File: config.mk
export PLATFORM = sky130hd
export DESIGN_NAME = instrDecode
export DESIGN_NICKNAME = d
export VERILOG_FILES = /design/src/idPkg.sv /design/src/branchResolve.sv /design/src/idDecoder.sv /design/src/idPipeReg.sv /design/src/instrDecode.sv /design/src/operandForward.sv /design/src/regFile.sv
export SDC_FILE = /design/constraint.sdc
export NUM_CORES = 2
export LEC_CHECK = 0
export CAP_MARGIN = 20
export CORE_ASPECT_RATIO = 1.75
export CORE_MARGIN = 2
export CORE_UTILIZATION = 37
export CTS_CLUSTER_DIAMETER = 60
export CTS_CLUSTER_SIZE = 28
export DETAILED_ROUTE_END_ITERATION = 10
export DONT_BUFFER_PORTS = 1
export HOLD_SLACK_MARGIN = 0.03
export SLEW_MARGIN = 10
export SYNTH_ARGS = -nofsm -noshare
export SYNTH_HDL_FRONTEND = slang
export SYNTH_SLANG_ARGS = --single-unit
export TNS_END_PERCENT = 30
File: constraint.sdc
create_clock -name CLK -period 6.5 [get_ports CLK]
set_input_delay 1.3 -clock CLK [delete_from_list [all_inputs] [get_ports CLK]]
set_output_delay 1.3 -clock CLK [all_outputs]
set_load 0.01 [all_outputs]
File: src/idPkg.sv
`default_nettype none

/*
 * Shared widths, encodings and packet types of the instruction decode stage
 */
package idPkg;

  localparam int DataWidth    = 32;
  localparam int RegAddrWidth = 5;
  localparam int NumRegs      = 32;

  localparam logic [RegAddrWidth-1:0] LinkReg         = 5'd31;
  localparam logic [RegAddrWidth-1:0] SysArgReg       = 5'd2;
  localparam logic [1:0]              SysBubbleCycles = 2'd3;
  localparam logic [DataWidth-1:0]    LinkOffset      = 32'd4;  // Return address past the slot

  //////////////////////////////
  // Encodings
  //////////////////////////////

  typedef enum logic [5:0] {
    OpSpecial = 6'b000000,
    OpRegImm  = 6'b000001,  // bltz and bgez, picked by rt
    OpJ       = 6'b000010,
    OpJal     = 6'b000011,
    OpBeq     = 6'b000100,
    OpBne     = 6'b000101,
    OpBlez    = 6'b000110,
    OpBgtz    = 6'b000111,
    OpAddi    = 6'b001000,
    OpAddiu   = 6'b001001,
    OpSlti    = 6'b001010,
    OpSltiu   = 6'b001011,
    OpAndi    = 6'b001100,
    OpOri     = 6'b001101,
    OpXori    = 6'b001110,
    OpLui     = 6'b001111,
    OpLb      = 6'b100000,
    OpLh      = 6'b100001,
    OpLw      = 6'b100011,
    OpLbu     = 6'b100100,
    OpLhu     = 6'b100101,
    OpSb      = 6'b101000,
    OpSh      = 6'b101001,
    OpSw      = 6'b101011
  } opcode_t;

  typedef enum logic [5:0] {
    FnSll     = 6'b000000,
    FnSrl     = 6'b000010,
    FnSra     = 6'b000011,
    FnSllv    = 6'b000100,
    FnSrlv    = 6'b000110,
    FnSrav    = 6'b000111,
    FnJr      = 6'b001000,
    FnJalr    = 6'b001001,
    FnSyscall = 6'b001100,
    FnAdd     = 6'b100000,
    FnAddu    = 6'b100001,
    FnSub     = 6'b100010,
    FnSubu    = 6'b100011,
    FnAnd     = 6'b100100,
    FnOr      = 6'b100101,
    FnXor     = 6'b100110,
    FnNor     = 6'b100111,
    FnSlt     = 6'b101010,
    FnSltu    = 6'b101011
  } funct_t;

  typedef enum logic [5:0] {
    AluAdd, AluAddU, AluSub, AluSubU, AluAnd, AluOr, AluXor, AluNor,
    AluSlt, AluSltU, AluSll, AluSrl, AluSra, AluLui, AluNop
  } aluOp_t;

  //////////////////////////////
  // Packets
  //////////////////////////////

  typedef struct packed {
    logic [DataWidth-1:0] instr;
    logic [DataWidth-1:0] pca;  // Next sequential address
    logic [DataWidth-1:0] cia;  // Own address
  } fetchPkt_t;

  typedef struct packed {
    logic   link;
    logic   regDst;
    logic   jump;
    logic   jumpReg;
    logic   branch;
    logic   memRead;
    logic   memToReg;
    logic   memWrite;
    logic   aluSrc;
    logic   regWrite;
    logic   signExt;
    logic   syscall;
    logic   illegal;
    aluOp_t aluOp;
  } ctrl_t;

  typedef struct packed {
    logic                    valid;
    logic [RegAddrWidth-1:0] destReg;
    logic [DataWidth-1:0]    data;
  } bypass_t;

  typedef struct packed {
    logic                    valid;
    logic [RegAddrWidth-1:0] destReg;
    logic [DataWidth-1:0]    data;
  } wbPort_t;

  typedef struct packed {
    logic [DataWidth-1:0]    opA;
    logic [DataWidth-1:0]    opB;
    logic [DataWidth-1:0]    readDataB;
    logic [DataWidth-1:0]    instr;
    logic [RegAddrWidth-1:0] destReg;
    logic [RegAddrWidth-1:0] srcA;
    logic [RegAddrWidth-1:0] srcB;
    logic [RegAddrWidth-1:0] shamt;
    aluOp_t                  aluOp;
    logic                    aluSrc;
    logic                    memRead;
    logic                    memWrite;
    logic                    memToReg;
    logic                    doWriteback;
    logic                    takenBranch;
    logic                    illegal;
  } exePkt_t;

endpackage

`default_nettype wire

File: src/branchResolve.sv
`timescale 1ns/1ps
`default_nettype none

/*
 * Branch condition and next fetch address
 */
module branchResolve (
  input  idPkg::fetchPkt_t             fetch,
  input  idPkg::ctrl_t                 ctrl,
  input  logic [idPkg::DataWidth-1:0]  fwdA,
  input  logic [idPkg::DataWidth-1:0]  fwdB,
  input  logic [idPkg::DataWidth-1:0]  imm,
  output logic                         takenBranch,
  output logic [idPkg::DataWidth-1:0]  nextPc
);
  import idPkg::*;

  logic condMet;

  always_comb begin
    case (fetch.instr[31:26])
      OpBeq:    condMet = (fwdA == fwdB);
      OpBne:    condMet = (fwdA != fwdB);
      OpBlez:   condMet = ($signed(fwdA) <= 0);
      OpBgtz:   condMet = ($signed(fwdA) > 0);
      OpRegImm: condMet = fetch.instr[16] ? !fwdA[31] : fwdA[31];  // bgez / bltz
      default:  condMet = 1'b0;
    endcase
  end

  assign takenBranch = ctrl.branch && condMet;

  always_comb begin
    if (ctrl.jumpReg) begin
      nextPc = fwdA;
    end else if (ctrl.jump) begin
      nextPc = {fetch.cia[31:28], fetch.instr[25:0], 2'b00};  // Region of this instr
    end else if (takenBranch) begin
      nextPc = fetch.pca + (imm << 2);
    end else begin
      nextPc = fetch.pca;
    end
  end

endmodule

`default_nettype wire

File: src/idDecoder.sv
`timescale 1ns/1ps
`default_nettype none

/*
 * Decode control: instruction word to control fields, plus the syscall bubble sequencer
 */
module idDecoder (
  input  logic                        CLK,
  input  logic                        RESET,
  input  logic                        FREEZE,
  input  logic [idPkg::DataWidth-1:0] instr,
  output idPkg::ctrl_t                ctrl,
  output logic                        bubble,
  output logic                        sysOut
);
  import idPkg::*;

  localparam ctrl_t IllegalCtrl = '{illegal: 1'b1, aluOp: AluNop, default: 1'b0};

  logic [1:0] sysCount;  // Bubbles still owed to the held syscall

  // Common shape of every rt-writing immediate op
  function automatic ctrl_t immCtrl(aluOp_t op, logic sext);
    ctrl_t c;
    c          = '0;
    c.aluSrc   = 1'b1;
    c.regWrite = 1'b1;
    c.signExt  = sext;
    c.aluOp    = op;
    return c;
  endfunction

  //////////////////////////////
  // Control table
  //////////////////////////////

  always_comb begin
    ctrl       = '0;
    ctrl.aluOp = AluNop;
    case (instr[31:26])
      OpSpecial: begin
        ctrl.regDst   = 1'b1;
        ctrl.regWrite = 1'b1;
        case (instr[5:0])
          FnSll, FnSllv: ctrl.aluOp = AluSll;  // EX tells shamt from rs by funct
          FnSrl, FnSrlv: ctrl.aluOp = AluSrl;
          FnSra, FnSrav: ctrl.aluOp = AluSra;
          FnAdd:         ctrl.aluOp = AluAdd;
          FnAddu:        ctrl.aluOp = AluAddU;
          FnSub:         ctrl.aluOp = AluSub;
          FnSubu:        ctrl.aluOp = AluSubU;
          FnAnd:         ctrl.aluOp = AluAnd;
          FnOr:          ctrl.aluOp = AluOr;
          FnXor:         ctrl.aluOp = AluXor;
          FnNor:         ctrl.aluOp = AluNor;
          FnSlt:         ctrl.aluOp = AluSlt;
          FnSltu:        ctrl.aluOp = AluSltU;
          FnJr: begin
            ctrl.regDst   = 1'b0;
            ctrl.regWrite = 1'b0;
            ctrl.jump     = 1'b1;
            ctrl.jumpReg  = 1'b1;
          end
          FnJalr: begin
            ctrl.link    = 1'b1;  // Return address lands in rd
            ctrl.jump    = 1'b1;
            ctrl.jumpReg = 1'b1;
            ctrl.aluOp   = AluAddU;
          end
          FnSyscall: begin
            ctrl.regDst   = 1'b0;
            ctrl.regWrite = 1'b0;
            ctrl.syscall  = 1'b1;
            ctrl.aluOp    = AluAdd;  // Passes r2 through to EX
          end
          default: ctrl = IllegalCtrl;
        endcase
      end
      OpRegImm: begin
        if (instr[20:17] == 4'b0000) begin  // bltz or bgez
          ctrl.branch  = 1'b1;
          ctrl.signExt = 1'b1;
        end else begin
          ctrl = IllegalCtrl;
        end
      end
      OpBeq, OpBne, OpBlez, OpBgtz: begin
        ctrl.branch  = 1'b1;
        ctrl.signExt = 1'b1;  // Offset is signed
      end
      OpJ: ctrl.jump = 1'b1;
      OpJal: begin
        ctrl.link     = 1'b1;
        ctrl.jump     = 1'b1;
        ctrl.regWrite = 1'b1;
        ctrl.aluOp    = AluAddU;
      end
      OpAddi:  ctrl = immCtrl(AluAdd, 1'b1);
      OpAddiu: ctrl = immCtrl(AluAddU, 1'b1);
      OpSlti:  ctrl = immCtrl(AluSlt, 1'b1);
      OpSltiu: ctrl = immCtrl(AluSltU, 1'b1);
      OpAndi:  ctrl = immCtrl(AluAnd, 1'b0);
      OpOri:   ctrl = immCtrl(AluOr, 1'b0);
      OpXori:  ctrl = immCtrl(AluXor, 1'b0);
      OpLui:   ctrl = immCtrl(AluLui, 1'b0);
      OpLb, OpLh, OpLw, OpLbu, OpLhu: begin
        ctrl          = immCtrl(AluAdd, 1'b1);
        ctrl.memRead  = 1'b1;
        ctrl.memToReg = 1'b1;
      end
      OpSb, OpSh, OpSw: begin
        ctrl          = immCtrl(AluAdd, 1'b1);
        ctrl.regWrite = 1'b0;
        ctrl.memWrite = 1'b1;
      end
      default: ctrl = IllegalCtrl;
    endcase
  end

  //////////////////////////////
  // Syscall bubble sequencer
  //////////////////////////////

  always_ff @(posedge CLK or negedge RESET) begin
    if (!RESET) begin
      sysCount <= SysBubbleCycles;
    end else if (!FREEZE) begin
      if (!ctrl.syscall || sysCount == 2'd0) begin
        sysCount <= SysBubbleCycles;  // Rearm for the next syscall
      end else begin
        sysCount <= sysCount - 2'd1;
      end
    end
  end

  assign bubble = ctrl.syscall && (sysCount != 2'd0);
  assign sysOut = ctrl.syscall && (sysCount == 2'd0);

  // The counter must never release and stall in one cycle
  assert property (@(posedge CLK) disable iff (!RESET) !(bubble && sysOut));

endmodule

`default_nettype wire

File: src/idPipeReg.sv
`timescale 1ns/1ps
`default_nettype none

/*
 * ID to EX pipe register, cleared by a bubble and held by FREEZE
 */
module idPipeReg (
  input  logic                        CLK,
  input  logic                        RESET,
  input  logic                        FREEZE,
  input  logic                        bubble,
  input  idPkg::fetchPkt_t            fetch,
  input  idPkg::ctrl_t                ctrl,
  input  logic [idPkg::DataWidth-1:0] readA,
  input  logic [idPkg::DataWidth-1:0] readB,
  input  logic [idPkg::DataWidth-1:0] readSys,
  input  logic [idPkg::DataWidth-1:0] fwdA,
  input  logic [idPkg::DataWidth-1:0] opB,
  input  logic [idPkg::DataWidth-1:0] imm,
  input  logic [idPkg::DataWidth-1:0] nextPc,
  input  logic                        takenBranch,
  output idPkg::exePkt_t              exePkt,
  output logic [idPkg::DataWidth-1:0] nextPcReg
);
  import idPkg::*;

  logic [RegAddrWidth-1:0] rs;
  logic [RegAddrWidth-1:0] rt;
  logic [RegAddrWidth-1:0] destReg;
  exePkt_t                 pktNext;

  assign rs = fetch.instr[25:21];
  assign rt = fetch.instr[20:16];

  always_comb begin
    if (ctrl.regDst) begin
      destReg = fetch.instr[15:11];
    end else if (ctrl.link) begin
      destReg = LinkReg;
    end else if (ctrl.syscall) begin
      destReg = '0;
    end else begin
      destReg = rt;
    end
  end

  always_comb begin
    pktNext.opA         = ctrl.link ? fetch.pca : (ctrl.syscall ? readSys : readA);
    pktNext.opB         = ctrl.link ? LinkOffset : (ctrl.syscall ? '0 : opB);
    pktNext.readDataB   = readB;
    pktNext.instr       = fetch.instr;
    pktNext.destReg     = destReg;
    pktNext.srcA        = (ctrl.link || ctrl.syscall) ? '0 : rs;
    pktNext.srcB        = (ctrl.aluSrc || ctrl.link || ctrl.syscall) ? '0 : rt;
    pktNext.shamt       = fetch.instr[10:6];
    pktNext.aluOp       = ctrl.aluOp;
    pktNext.aluSrc      = ctrl.aluSrc;
    pktNext.memRead     = ctrl.memRead;
    pktNext.memWrite    = ctrl.memWrite;
    pktNext.memToReg    = ctrl.memToReg;
    pktNext.doWriteback = ctrl.regWrite && (destReg != '0);
    pktNext.takenBranch = takenBranch;
    pktNext.illegal     = ctrl.illegal;
  end

  always_ff @(posedge CLK or negedge RESET) begin
    if (!RESET) begin
      exePkt    <= '0;
      nextPcReg <= '0;
    end else if (bubble) begin  // Wins over FREEZE
      exePkt    <= '0;
      nextPcReg <= '0;
    end else if (!FREEZE) begin
      exePkt    <= pktNext;
      nextPcReg <= nextPc;
    end
  end

  //////////////////////////////
  // Checks
  //////////////////////////////

  assert property (@(posedge CLK) disable iff (!RESET) bubble |=> !exePkt.doWriteback);

  // Register jump target comes from the forwarded rs
  assert property (@(posedge CLK) disable iff (!RESET)
    (!bubble && !FREEZE && ctrl.jumpReg) |=> nextPcReg == $past(fwdA));

  // EX sees the extended immediate as operand B
  assert property (@(posedge CLK) disable iff (!RESET)
    (!bubble && !FREEZE && ctrl.aluSrc && !ctrl.link && !ctrl.syscall)
      |=> exePkt.opB == $past(imm));

endmodule

`default_nettype wire

File: src/instrDecode.sv
`timescale 1ns/1ps
`default_nettype none

/*
 * Instruction decode stage: decode, register read, bypass, branch resolve, pipe register
 */
module instrDecode (
  input  logic                        CLK,
  input  logic                        RESET,
  input  logic                        FREEZE,
  input  idPkg::fetchPkt_t            fetch,
  input  logic [idPkg::DataWidth-1:0] aluResult,
  input  idPkg::bypass_t              memBypass,
  input  idPkg::bypass_t              wbBypass,
  input  idPkg::wbPort_t              wbWrite,
  output logic                        takenBranch,
  output logic                        bubble,
  output logic                        sysOut,
  output idPkg::exePkt_t              exePkt,
  output logic [idPkg::DataWidth-1:0] nextPcReg
);
  import idPkg::*;

  ctrl_t                ctrl;
  bypass_t              exBypass;
  logic [DataWidth-1:0] imm;
  logic [DataWidth-1:0] readA;
  logic [DataWidth-1:0] readB;
  logic [DataWidth-1:0] readSys;
  logic [DataWidth-1:0] fwdA;
  logic [DataWidth-1:0] fwdB;
  logic [DataWidth-1:0] opB;
  logic [DataWidth-1:0] nextPc;

  assign imm = ctrl.signExt ? {{16{fetch.instr[15]}}, fetch.instr[15:0]}
                            : {16'b0, fetch.instr[15:0]};

  // Instruction now in EX forwards its ALU result
  assign exBypass = '{valid: exePkt.doWriteback, destReg: exePkt.destReg, data: aluResult};

  idDecoder u_idDecoder (.CLK, .RESET, .FREEZE, .instr(fetch.instr), .ctrl, .bubble, .sysOut);

  regFile u_regFile (.CLK, .wbWrite, .srcA(fetch.instr[25:21]), .srcB(fetch.instr[20:16]),
                     .readA, .readB, .readSys);

  operandForward u_operandForward (.srcA(fetch.instr[25:21]), .srcB(fetch.instr[20:16]),
                                   .readA, .readB, .imm, .aluSrc(ctrl.aluSrc),
                                   .exBypass, .memBypass, .wbBypass, .fwdA, .fwdB, .opB);

  branchResolve u_branchResolve (.fetch, .ctrl, .fwdA, .fwdB, .imm, .takenBranch, .nextPc);

  idPipeReg u_idPipeReg (.CLK, .RESET, .FREEZE, .bubble, .fetch, .ctrl, .readA, .readB,
                         .readSys, .fwdA, .opB, .imm, .nextPc, .takenBranch,
                         .exePkt, .nextPcReg);

endmodule

`default_nettype wire

File: src/operandForward.sv
`timescale 1ns/1ps
`default_nettype none

/*
 * Operand bypass: EX over MEM over WB, else the register file value
 */
module operandForward (
  input  logic [idPkg::RegAddrWidth-1:0] srcA,
  input  logic [idPkg::RegAddrWidth-1:0] srcB,
  input  logic [idPkg::DataWidth-1:0]    readA,
  input  logic [idPkg::DataWidth-1:0]    readB,
  input  logic [idPkg::DataWidth-1:0]    imm,
  input  logic                           aluSrc,
  input  idPkg::bypass_t                 exBypass,
  input  idPkg::bypass_t                 memBypass,
  input  idPkg::bypass_t                 wbBypass,
  output logic [idPkg::DataWidth-1:0]    fwdA,
  output logic [idPkg::DataWidth-1:0]    fwdB,
  output logic [idPkg::DataWidth-1:0]    opB
);
  import idPkg::*;

  // Youngest matching producer wins
  function automatic logic [DataWidth-1:0] pick(
    logic [RegAddrWidth-1:0] src,
    logic [DataWidth-1:0]    fileVal
  );
    if (exBypass.valid && exBypass.destReg == src) begin
      return exBypass.data;
    end else if (memBypass.valid && memBypass.destReg == src) begin
      return memBypass.data;
    end else if (wbBypass.valid && wbBypass.destReg == src) begin
      return wbBypass.data;  // Covers a write landing this cycle
    end
    return fileVal;
  endfunction

  assign opB  = aluSrc ? imm : readB;  // Unforwarded value for EX
  assign fwdA = pick(srcA, readA);
  assign fwdB = pick(srcB, opB);

endmodule

`default_nettype wire

File: src/regFile.sv
`timescale 1ns/1ps
`default_nettype none

/*
 * 32-entry register file, one write port and three read ports, r0 reads zero
 */
module regFile (
  input  logic                           CLK,
  input  idPkg::wbPort_t                 wbWrite,
  input  logic [idPkg::RegAddrWidth-1:0] srcA,
  input  logic [idPkg::RegAddrWidth-1:0] srcB,
  output logic [idPkg::DataWidth-1:0]    readA,
  output logic [idPkg::DataWidth-1:0]    readB,
  output logic [idPkg::DataWidth-1:0]    readSys
);
  import idPkg::*;

  logic [DataWidth-1:0] regs [NumRegs];

  always_ff @(posedge CLK) begin
    if (wbWrite.valid) begin
      regs[wbWrite.destReg] <= wbWrite.data;
    end
  end

  assign readA   = (srcA == '0) ? '0 : regs[srcA];
  assign readB   = (srcB == '0) ? '0 : regs[srcB];
  assign readSys = regs[SysArgReg];  // Syscall argument

  // Writeback filters r0 upstream
  assert property (@(posedge CLK) wbWrite.valid |-> wbWrite.destReg != '0);

endmodule

`default_nettype wire

==> After elaboration in Yosys (flattened, before gate mapping) <==
Memories as Yosys holds them, arrays and structs flattened.
Index checks and enable logic that the tools add are counted.
Widths: inputs -> output; s select.
{ "classes": {"n_addsub": 2, "magnitude_cmp": 2, "n_eq_ne": 50, "n_mux": 57, "n_reduce_logical": 42} }
{ "op_table": {"columns": ["cell", "n"], "rows": [
  ["$mux 32", 21],
  ["$mux 161", 2],
  ["$eq 6x6->1 const B", 18],
  ["$eq 6x4->1 const B", 11],
  ["$pmux 6 s10", 1],
  ["$pmux 4 s13", 1],
  ["$eq 6x3->1 const B", 7],
  ["$add 32x32->32", 1],
  ["$eq 32x32->1", 1],
  ["$gt 32x1->1 const B", 1],
  ["$le 32x1->1 const B", 1],
  ["$ne 32x32->1", 1],
  ["$eq 5x5->1", 6],
  ["$mux 5", 5],
  ["$eq 6x2->1 const B", 4],
  ["$reduce_or 22->1", 1],
  ["$reduce_or 19->1", 1],
  ["$reduce_or 17->1", 1],
  ["$mux 1", 16],
  ["$reduce_or 16->1", 1],
  ["$reduce_or 2->1", 8],
  ["$reduce_or 14->1", 1],
  ["$logic_not 6->1", 2],
  ["$pmux 4 s3", 1],
  ["other kinds (21)", 40]
]} }
{ "word_totals": {"regBits": 195, "mem_bits_rw": 1024, "out_inout_bits": 196, "elab_cells": 172, "memories": 1} }
{ "mem_list": {"columns": ["name", "depth", "word_bits", "read_ports", "rd_ports_with_merged_regs", "wr", "line", "text"], "rows": [
  ["u_regFile.regs", 32, 32, 3, 0, 1, "regFile.sv:18", "logic [DataWidth-1:0] regs [NumRegs];"]
]} }

==> Logic depth before layout (Yosys ltp) <==
{ "logic_depth": {"ltp_word": 15, "depth_mapped": 24, "mapped_depth_nobuf": 19} }

==> Hierarchy <==
From an unflattened synthesis, not the netlist that was laid out.
{ "hier_totals": {"cells_unflattened": 4191, "area_unflattened_um2": 62482.4} }
{ "by_module_without_submodules": {"columns": ["module", "n_inst", "cells_each", "area_each_um2", "seq_area_each_um2"], "rows": [
  ["regFile", 1, 2461, 47294.1, 30749.5],
  ["idPipeReg", 1, 700, 8124.0, 4704.5],
  ["operandForward", 1, 485, 3230.6, 0.0],
  ["branchResolve", 1, 425, 3015.4, 0.0],
  ["idDecoder", 1, 119, 812.0, 52.6],
  ["instrDecode", 1, 1, 6.3, 0.0]
]} }

==> Worst setup path before layout <==
No wires, ideal clock.
{ "synth_timing": {"path_kind": "input-to-reg", "startpoint": "input fetch[82] (netlist name)", "endpoint": "register u_idPipeReg.nextPcReg[31] (netlist name)", "t_arrival_ns": 6.603, "t_required_ns": 6.356, "slack_ns": -0.247, "path_stages": 24, "cell_sequence": "buf_2 -> buf_2 -> buf_4 -> clkbuf_1 -> buf_2 -> buf_2 -> nor4_1 -> a21oi_1 -> o21ai_0 -> ha_1 -> a21o_1 -> a21oi_1 -> nor2_1 -> or3_1 -> a21o_1 -> a41o_1 -> a21oi_1 -> nor2b_1 -> o41ai_1 -> o21ai_0 -> xnor2_1 -> nor2_2 -> xnor2_1 -> o32ai_2"} }
{ "synth_via": {"elab_chain_len": 14} }
{ "synth_lines": {"columns": ["item", "line", "text"], "rows": [
  ["start: declaration", "instrDecode.sv:11", "input idPkg::fetchPkt_t fetch,"],
  ["branches (longest 9 deep; another with $mem_v2 32x32)", null, null],
  ["$mux 32 (*)", "branchResolve.sv:38", "end else if (takenBranch) begin"],
  ["$mux 32 (*)", "branchResolve.sv:36", "end else if (ctrl.jump) begin"],
  ["$mux 32 (*)", "branchResolve.sv:34", "if (ctrl.jumpReg) begin"],
  ["$mux 32 (*)", "idPipeReg.sv:73", "end else if (!FREEZE) begin"],
  ["$mux 32 (*)", "idPipeReg.sv:70", "end else if (bubble) begin"],
  ["end signal: assignment", "idPipeReg.sv:75", "nextPcReg <= nextPc;"],
  ["end: declaration", "idPipeReg.sv:23", "output logic [idPkg::DataWidth-1:0] nextPcReg"]
]} }
Mark *: on every way between the ends. The select of a mux whose other input is x is not followed.
A chain may end at the register's enable or synchronous reset.

==> Final worst setup path <==
{ "layout_timing": {"startpoint": "input fetch[87] (netlist name)", "endpoint": "output takenBranch"} }
{ "layout_via": {"elab_chain_len": 10} }
{ "layout_lines": {"columns": ["item", "line", "text"], "rows": [
  ["branches (longest 5 deep; another with $mem_v2 32x32)", null, null],
  ["$mux 32 (*)", "operandForward.sv:35", "return fileVal;"],
  ["branches (longest 2 deep; another with $gt 32x1->1)", null, null],
  ["$pmux 1 s5 (*)", "branchResolve.sv:21", "case (fetch.instr[31:26])"],
  ["$logic_and 1x1->1 (*)", "branchResolve.sv:31", "assign takenBranch = ctrl.branch && condMet;"],
  ["end: declaration", "instrDecode.sv:16", "output logic takenBranch,"]
]} }
Mark *: on every way between the ends.

==> results.cfg <==
[drt]
wl_per_cell_um = 43.63
drt-total-wl_um = 284700
vias_per_cell = 6.790
postRouteAntennaNets = 0
drt_pre_antenna_iters = 6
drc = 0
num_vias = 44320
drt_iter0_drc = 6467

[floorplanning]
die-area_um2 = 169200
start_util_pct = 37.25
die_w_um = 311.8
core-area_um2 = 164700
rows = 197
io_pins = 441
die_h_um = 542.6

[cts]
cts_tree = yes
root_buffer = clkbuf_16
cts_buffer_depth = 3
cts.htree.levels = 2
clkLatencyLatePin_ps = 750
cts_buffers = 54
clk_pin_slew_ps = 110
cts.sinks = 1211

[grt]
antenna_found_initial = 36
grt_usage_pct = 32.77
top_usage_layer = met2
grt.met1_usage_pct = 31.31
grt_util_met2_pct = 51.86
grt_max_degree = 289
grt_pass1_vias = 42720
grt_pass1_wl_um = 375200
overflow = 0
grt_use_met3_pct = 12.82

[place]
io_buffers = 0
preCtsSetupSlack_ps = -313.9
dp.cells = 6355
dp.final_hpwl_um = 192800
place_congestion = 1.126

[final_layout]
nNetsFinal = 4536
syn_to_final_growth_pct = 11.00
fin_cells = 6527
fill_cells = 15140
drive_above_1_share_pct = 24.26

[power_and_ir_drop]
powerDensity_nw_per_um2 = 228.2
ir_drop_v = 0.0002098
leakagePower_uw = 0.02314

[logic_synthesis]
ys_async_sr_fraction_pct = 15.44
avgSynthCellArea_um2 = 14.84
ys_warn_count = 0
synthesis.area_um2 = 61330
synth_cells = 4134
synth_edf_count = 1024
synth.distinct_cells = 102
synth-seq-area-share_pct = 57.77
ys_top_cells_by_area = edfxtp_1 50%, mux4_2 16%, dfrtp_1 7.5%, mux2i_1 3.9%, nor2_1 2.4%
ys_ff_latch = 1211
synth_top_area_share_pct = 50.14
yosysTopAreaCell = edfxtp_1
synth_ff_type = edfxtp_1

[sta]
setup_viol = 1
tightest_slew_ps = 1220
drv_slew = 0
worst_slack_ps = -577.6
fin_crit_sh_pct = 108.9
skew_ps = 43.08
fin_hold_ws_ps = 233.6
max_freq_mhz = 141.3
hold_viol = 0
finalWorstPathRequiredPeriod_ps = 7078
final.setup.tns_ps = -577.6
maxSlewHeadroom_pct = 18.38

[worst_setup_path]
startpoint_type = input port
crit_fanout = 194
critPathKind = in -> out
worstPathRequired_ps = 5200
worst-path-buf-inv = 4
crit_family = simple AND/OR/NAND/NOR gates
slowest_delay_ps = 740
end_kind = primary output
critPathSlowestCell = or3b_4
path_cells = or3b_4, buf_12, buf_4, o22ai_1, nor2_1, nand3_1, nor3b_4, nand3_1, buf_12, nor3_1, a211o_1, a32o_1, a31oi_2, xor2_1, o22a_2, inv_2
arrival_ps = 5780

[outcome]
outcome = finished with violations
violations = negative setup slack

[hold_path]
min_path_type = in -> async

[job]
maxCapViolations = 0
-- state kept, by name, summed over array words and instances (netlist names) --
| register | count |
|---|---|
| u_idPipeReg.nextPcReg | 32 |
| u_regFile.regs | 1024 |
| u_idDecoder.sysCount | 2 |
| u_idPipeReg.exePkt | 153 |
-- metrics by stage --
stage | util [%] | total power (µW) | cell area (µm²)
6_report | 41.35 | 15540 | 68080
5_1_grt | 41.32 | 15840 | 68030
3_3_place_gp | 39.78 | 11120 | 65490
2_1_floorplan | - | 10350 | 61340
3_5_place_dp | 39.80 | 11150 | 65540
4_1_cts | 40.82 | 15280 | 67210
-- cells in the final DEF (no fill, tap or decap), types with 51 or more instances in the layout --
cell type  Yosys  final
a21oi_1      172    169
a221oi_1      61     60
a22oi_1       71     70
buf_4         61    328
clkbuf_16      0     67
dfrtp_1      185    185
diode_2        0     51
edfxtp_1    1024   1024
mux2i_1      242    239
mux4_2       448    448
nand2_1      246    246
nand3_1       60     60
nor2_1       387    348
nor3_1        62     54
o21ai_0      101     98
o22ai_1       83     82
xnor2_1       61     58
-- synth_stat cells, types with 71 or more instances --
library cell,number
a21oi_1,172
a22oi_1,71
buf_2,77
clkbuf_1,115
dfrtp_1,185
edfxtp_1,1024
mux2i_1,242
mux4_2,448
nand2_1,246
nor2_1,387
o21ai_0,101
o22ai_1,83
-- where the power goes --
group          total, µW  switching (µW)  internal (µW)
logic               2300            1320            982
clock network       4270            2630           1650
registers           8960             316           8640
total              15500            4260          11300
-- per-layer routing --
layer | routed length, µm | share of wire [%] | up-vias
met5 | 114 | 0.040 | -
met4 | 37270 | 13 | 12
met3 | 33530 | 12 | 1151
met2 | 132700 | 47 | 3472
met1 | 81170 | 29 | 22730
li1 | - | - | 16960
-- path summary, 6_finish.rpt --
kind                                              start                   endpoint  slack (ps)  cells past startpoint
worst max-delay path                          fetch[87]                takenBranch        -580                     16
worst min-delay path                              RESET     u_idPipeReg.exePkt[75]         230                      0
worst max register to register   u_idPipeReg.exePkt[29]  u_idPipeReg.nextPcReg[16]        1220                     20
worst min register to register  u_idDecoder.sysCount[1]    u_idDecoder.sysCount[1]         510                      2
max in group asynchronous                         RESET     u_idPipeReg.exePkt[88]        5680                      0
min in group CLK                u_idDecoder.sysCount[1]    u_idDecoder.sysCount[1]         510                      2
-- worst register-to-register path, stage by stage (launching register included) --
cell and delay, ps:
dfrtp_1 670, xnor2_1 180, nand4_1 160, or2_2 430
buf_12 200, nor2_2 460, a31oi_1 200, nor2_1 320
a31oi_1 140, buf_4 210, nor4b_1 290, a32o_1 250
a31oi_2 100, xor2_1 190, o22a_2 180, buf_4 170
buf_12 230, mux2i_1 290, buf_4 140, a21oi_1 60
a211o_1 280
-- layout make-up --
type	instances	area (µm²)	share of cell area [%]
clock inverters	17	250.2	0.3676
flip-flops and latches	1211	35430	52.05
multi-input cells	2583	24430	35.89
repair buffers	381	3578	5.256
clock buffers	66	1406	2.066
inverters	29	111.4	0.1636
well taps	2189	2739	4.023
diodes	51	127.6	0.1875
-- what timing repair did --
action                     in CTS  in global routing
resized for setup               4                 24
hold buffers                    0                  0
gates cloned                    0                 14
buffers inserted                0                 14
setup endpoints to repair       1                 32
pin swaps                       0                  4
-- cells by family (layout without fill, tap and decap cells) --
group / after synthesis / in the layout / share of synthesized area [%]
muxes: 712 / 712 / 20.99
AOI/OAI and AO/OA: 782 / 782 / 8.856
xor gates and xnor gates: 88 / 88 / 1.257
DFF: 1211 / 1211 / 57.77
other: 1 / 53 / 0.006114
buffers and inverters: 341 / 493 / 3.158
adders and majority gates: 31 / 31 / 0.6446
and+or+nand+nor: 968 / 968 / 7.318
(Power assumes the default switching activity.)
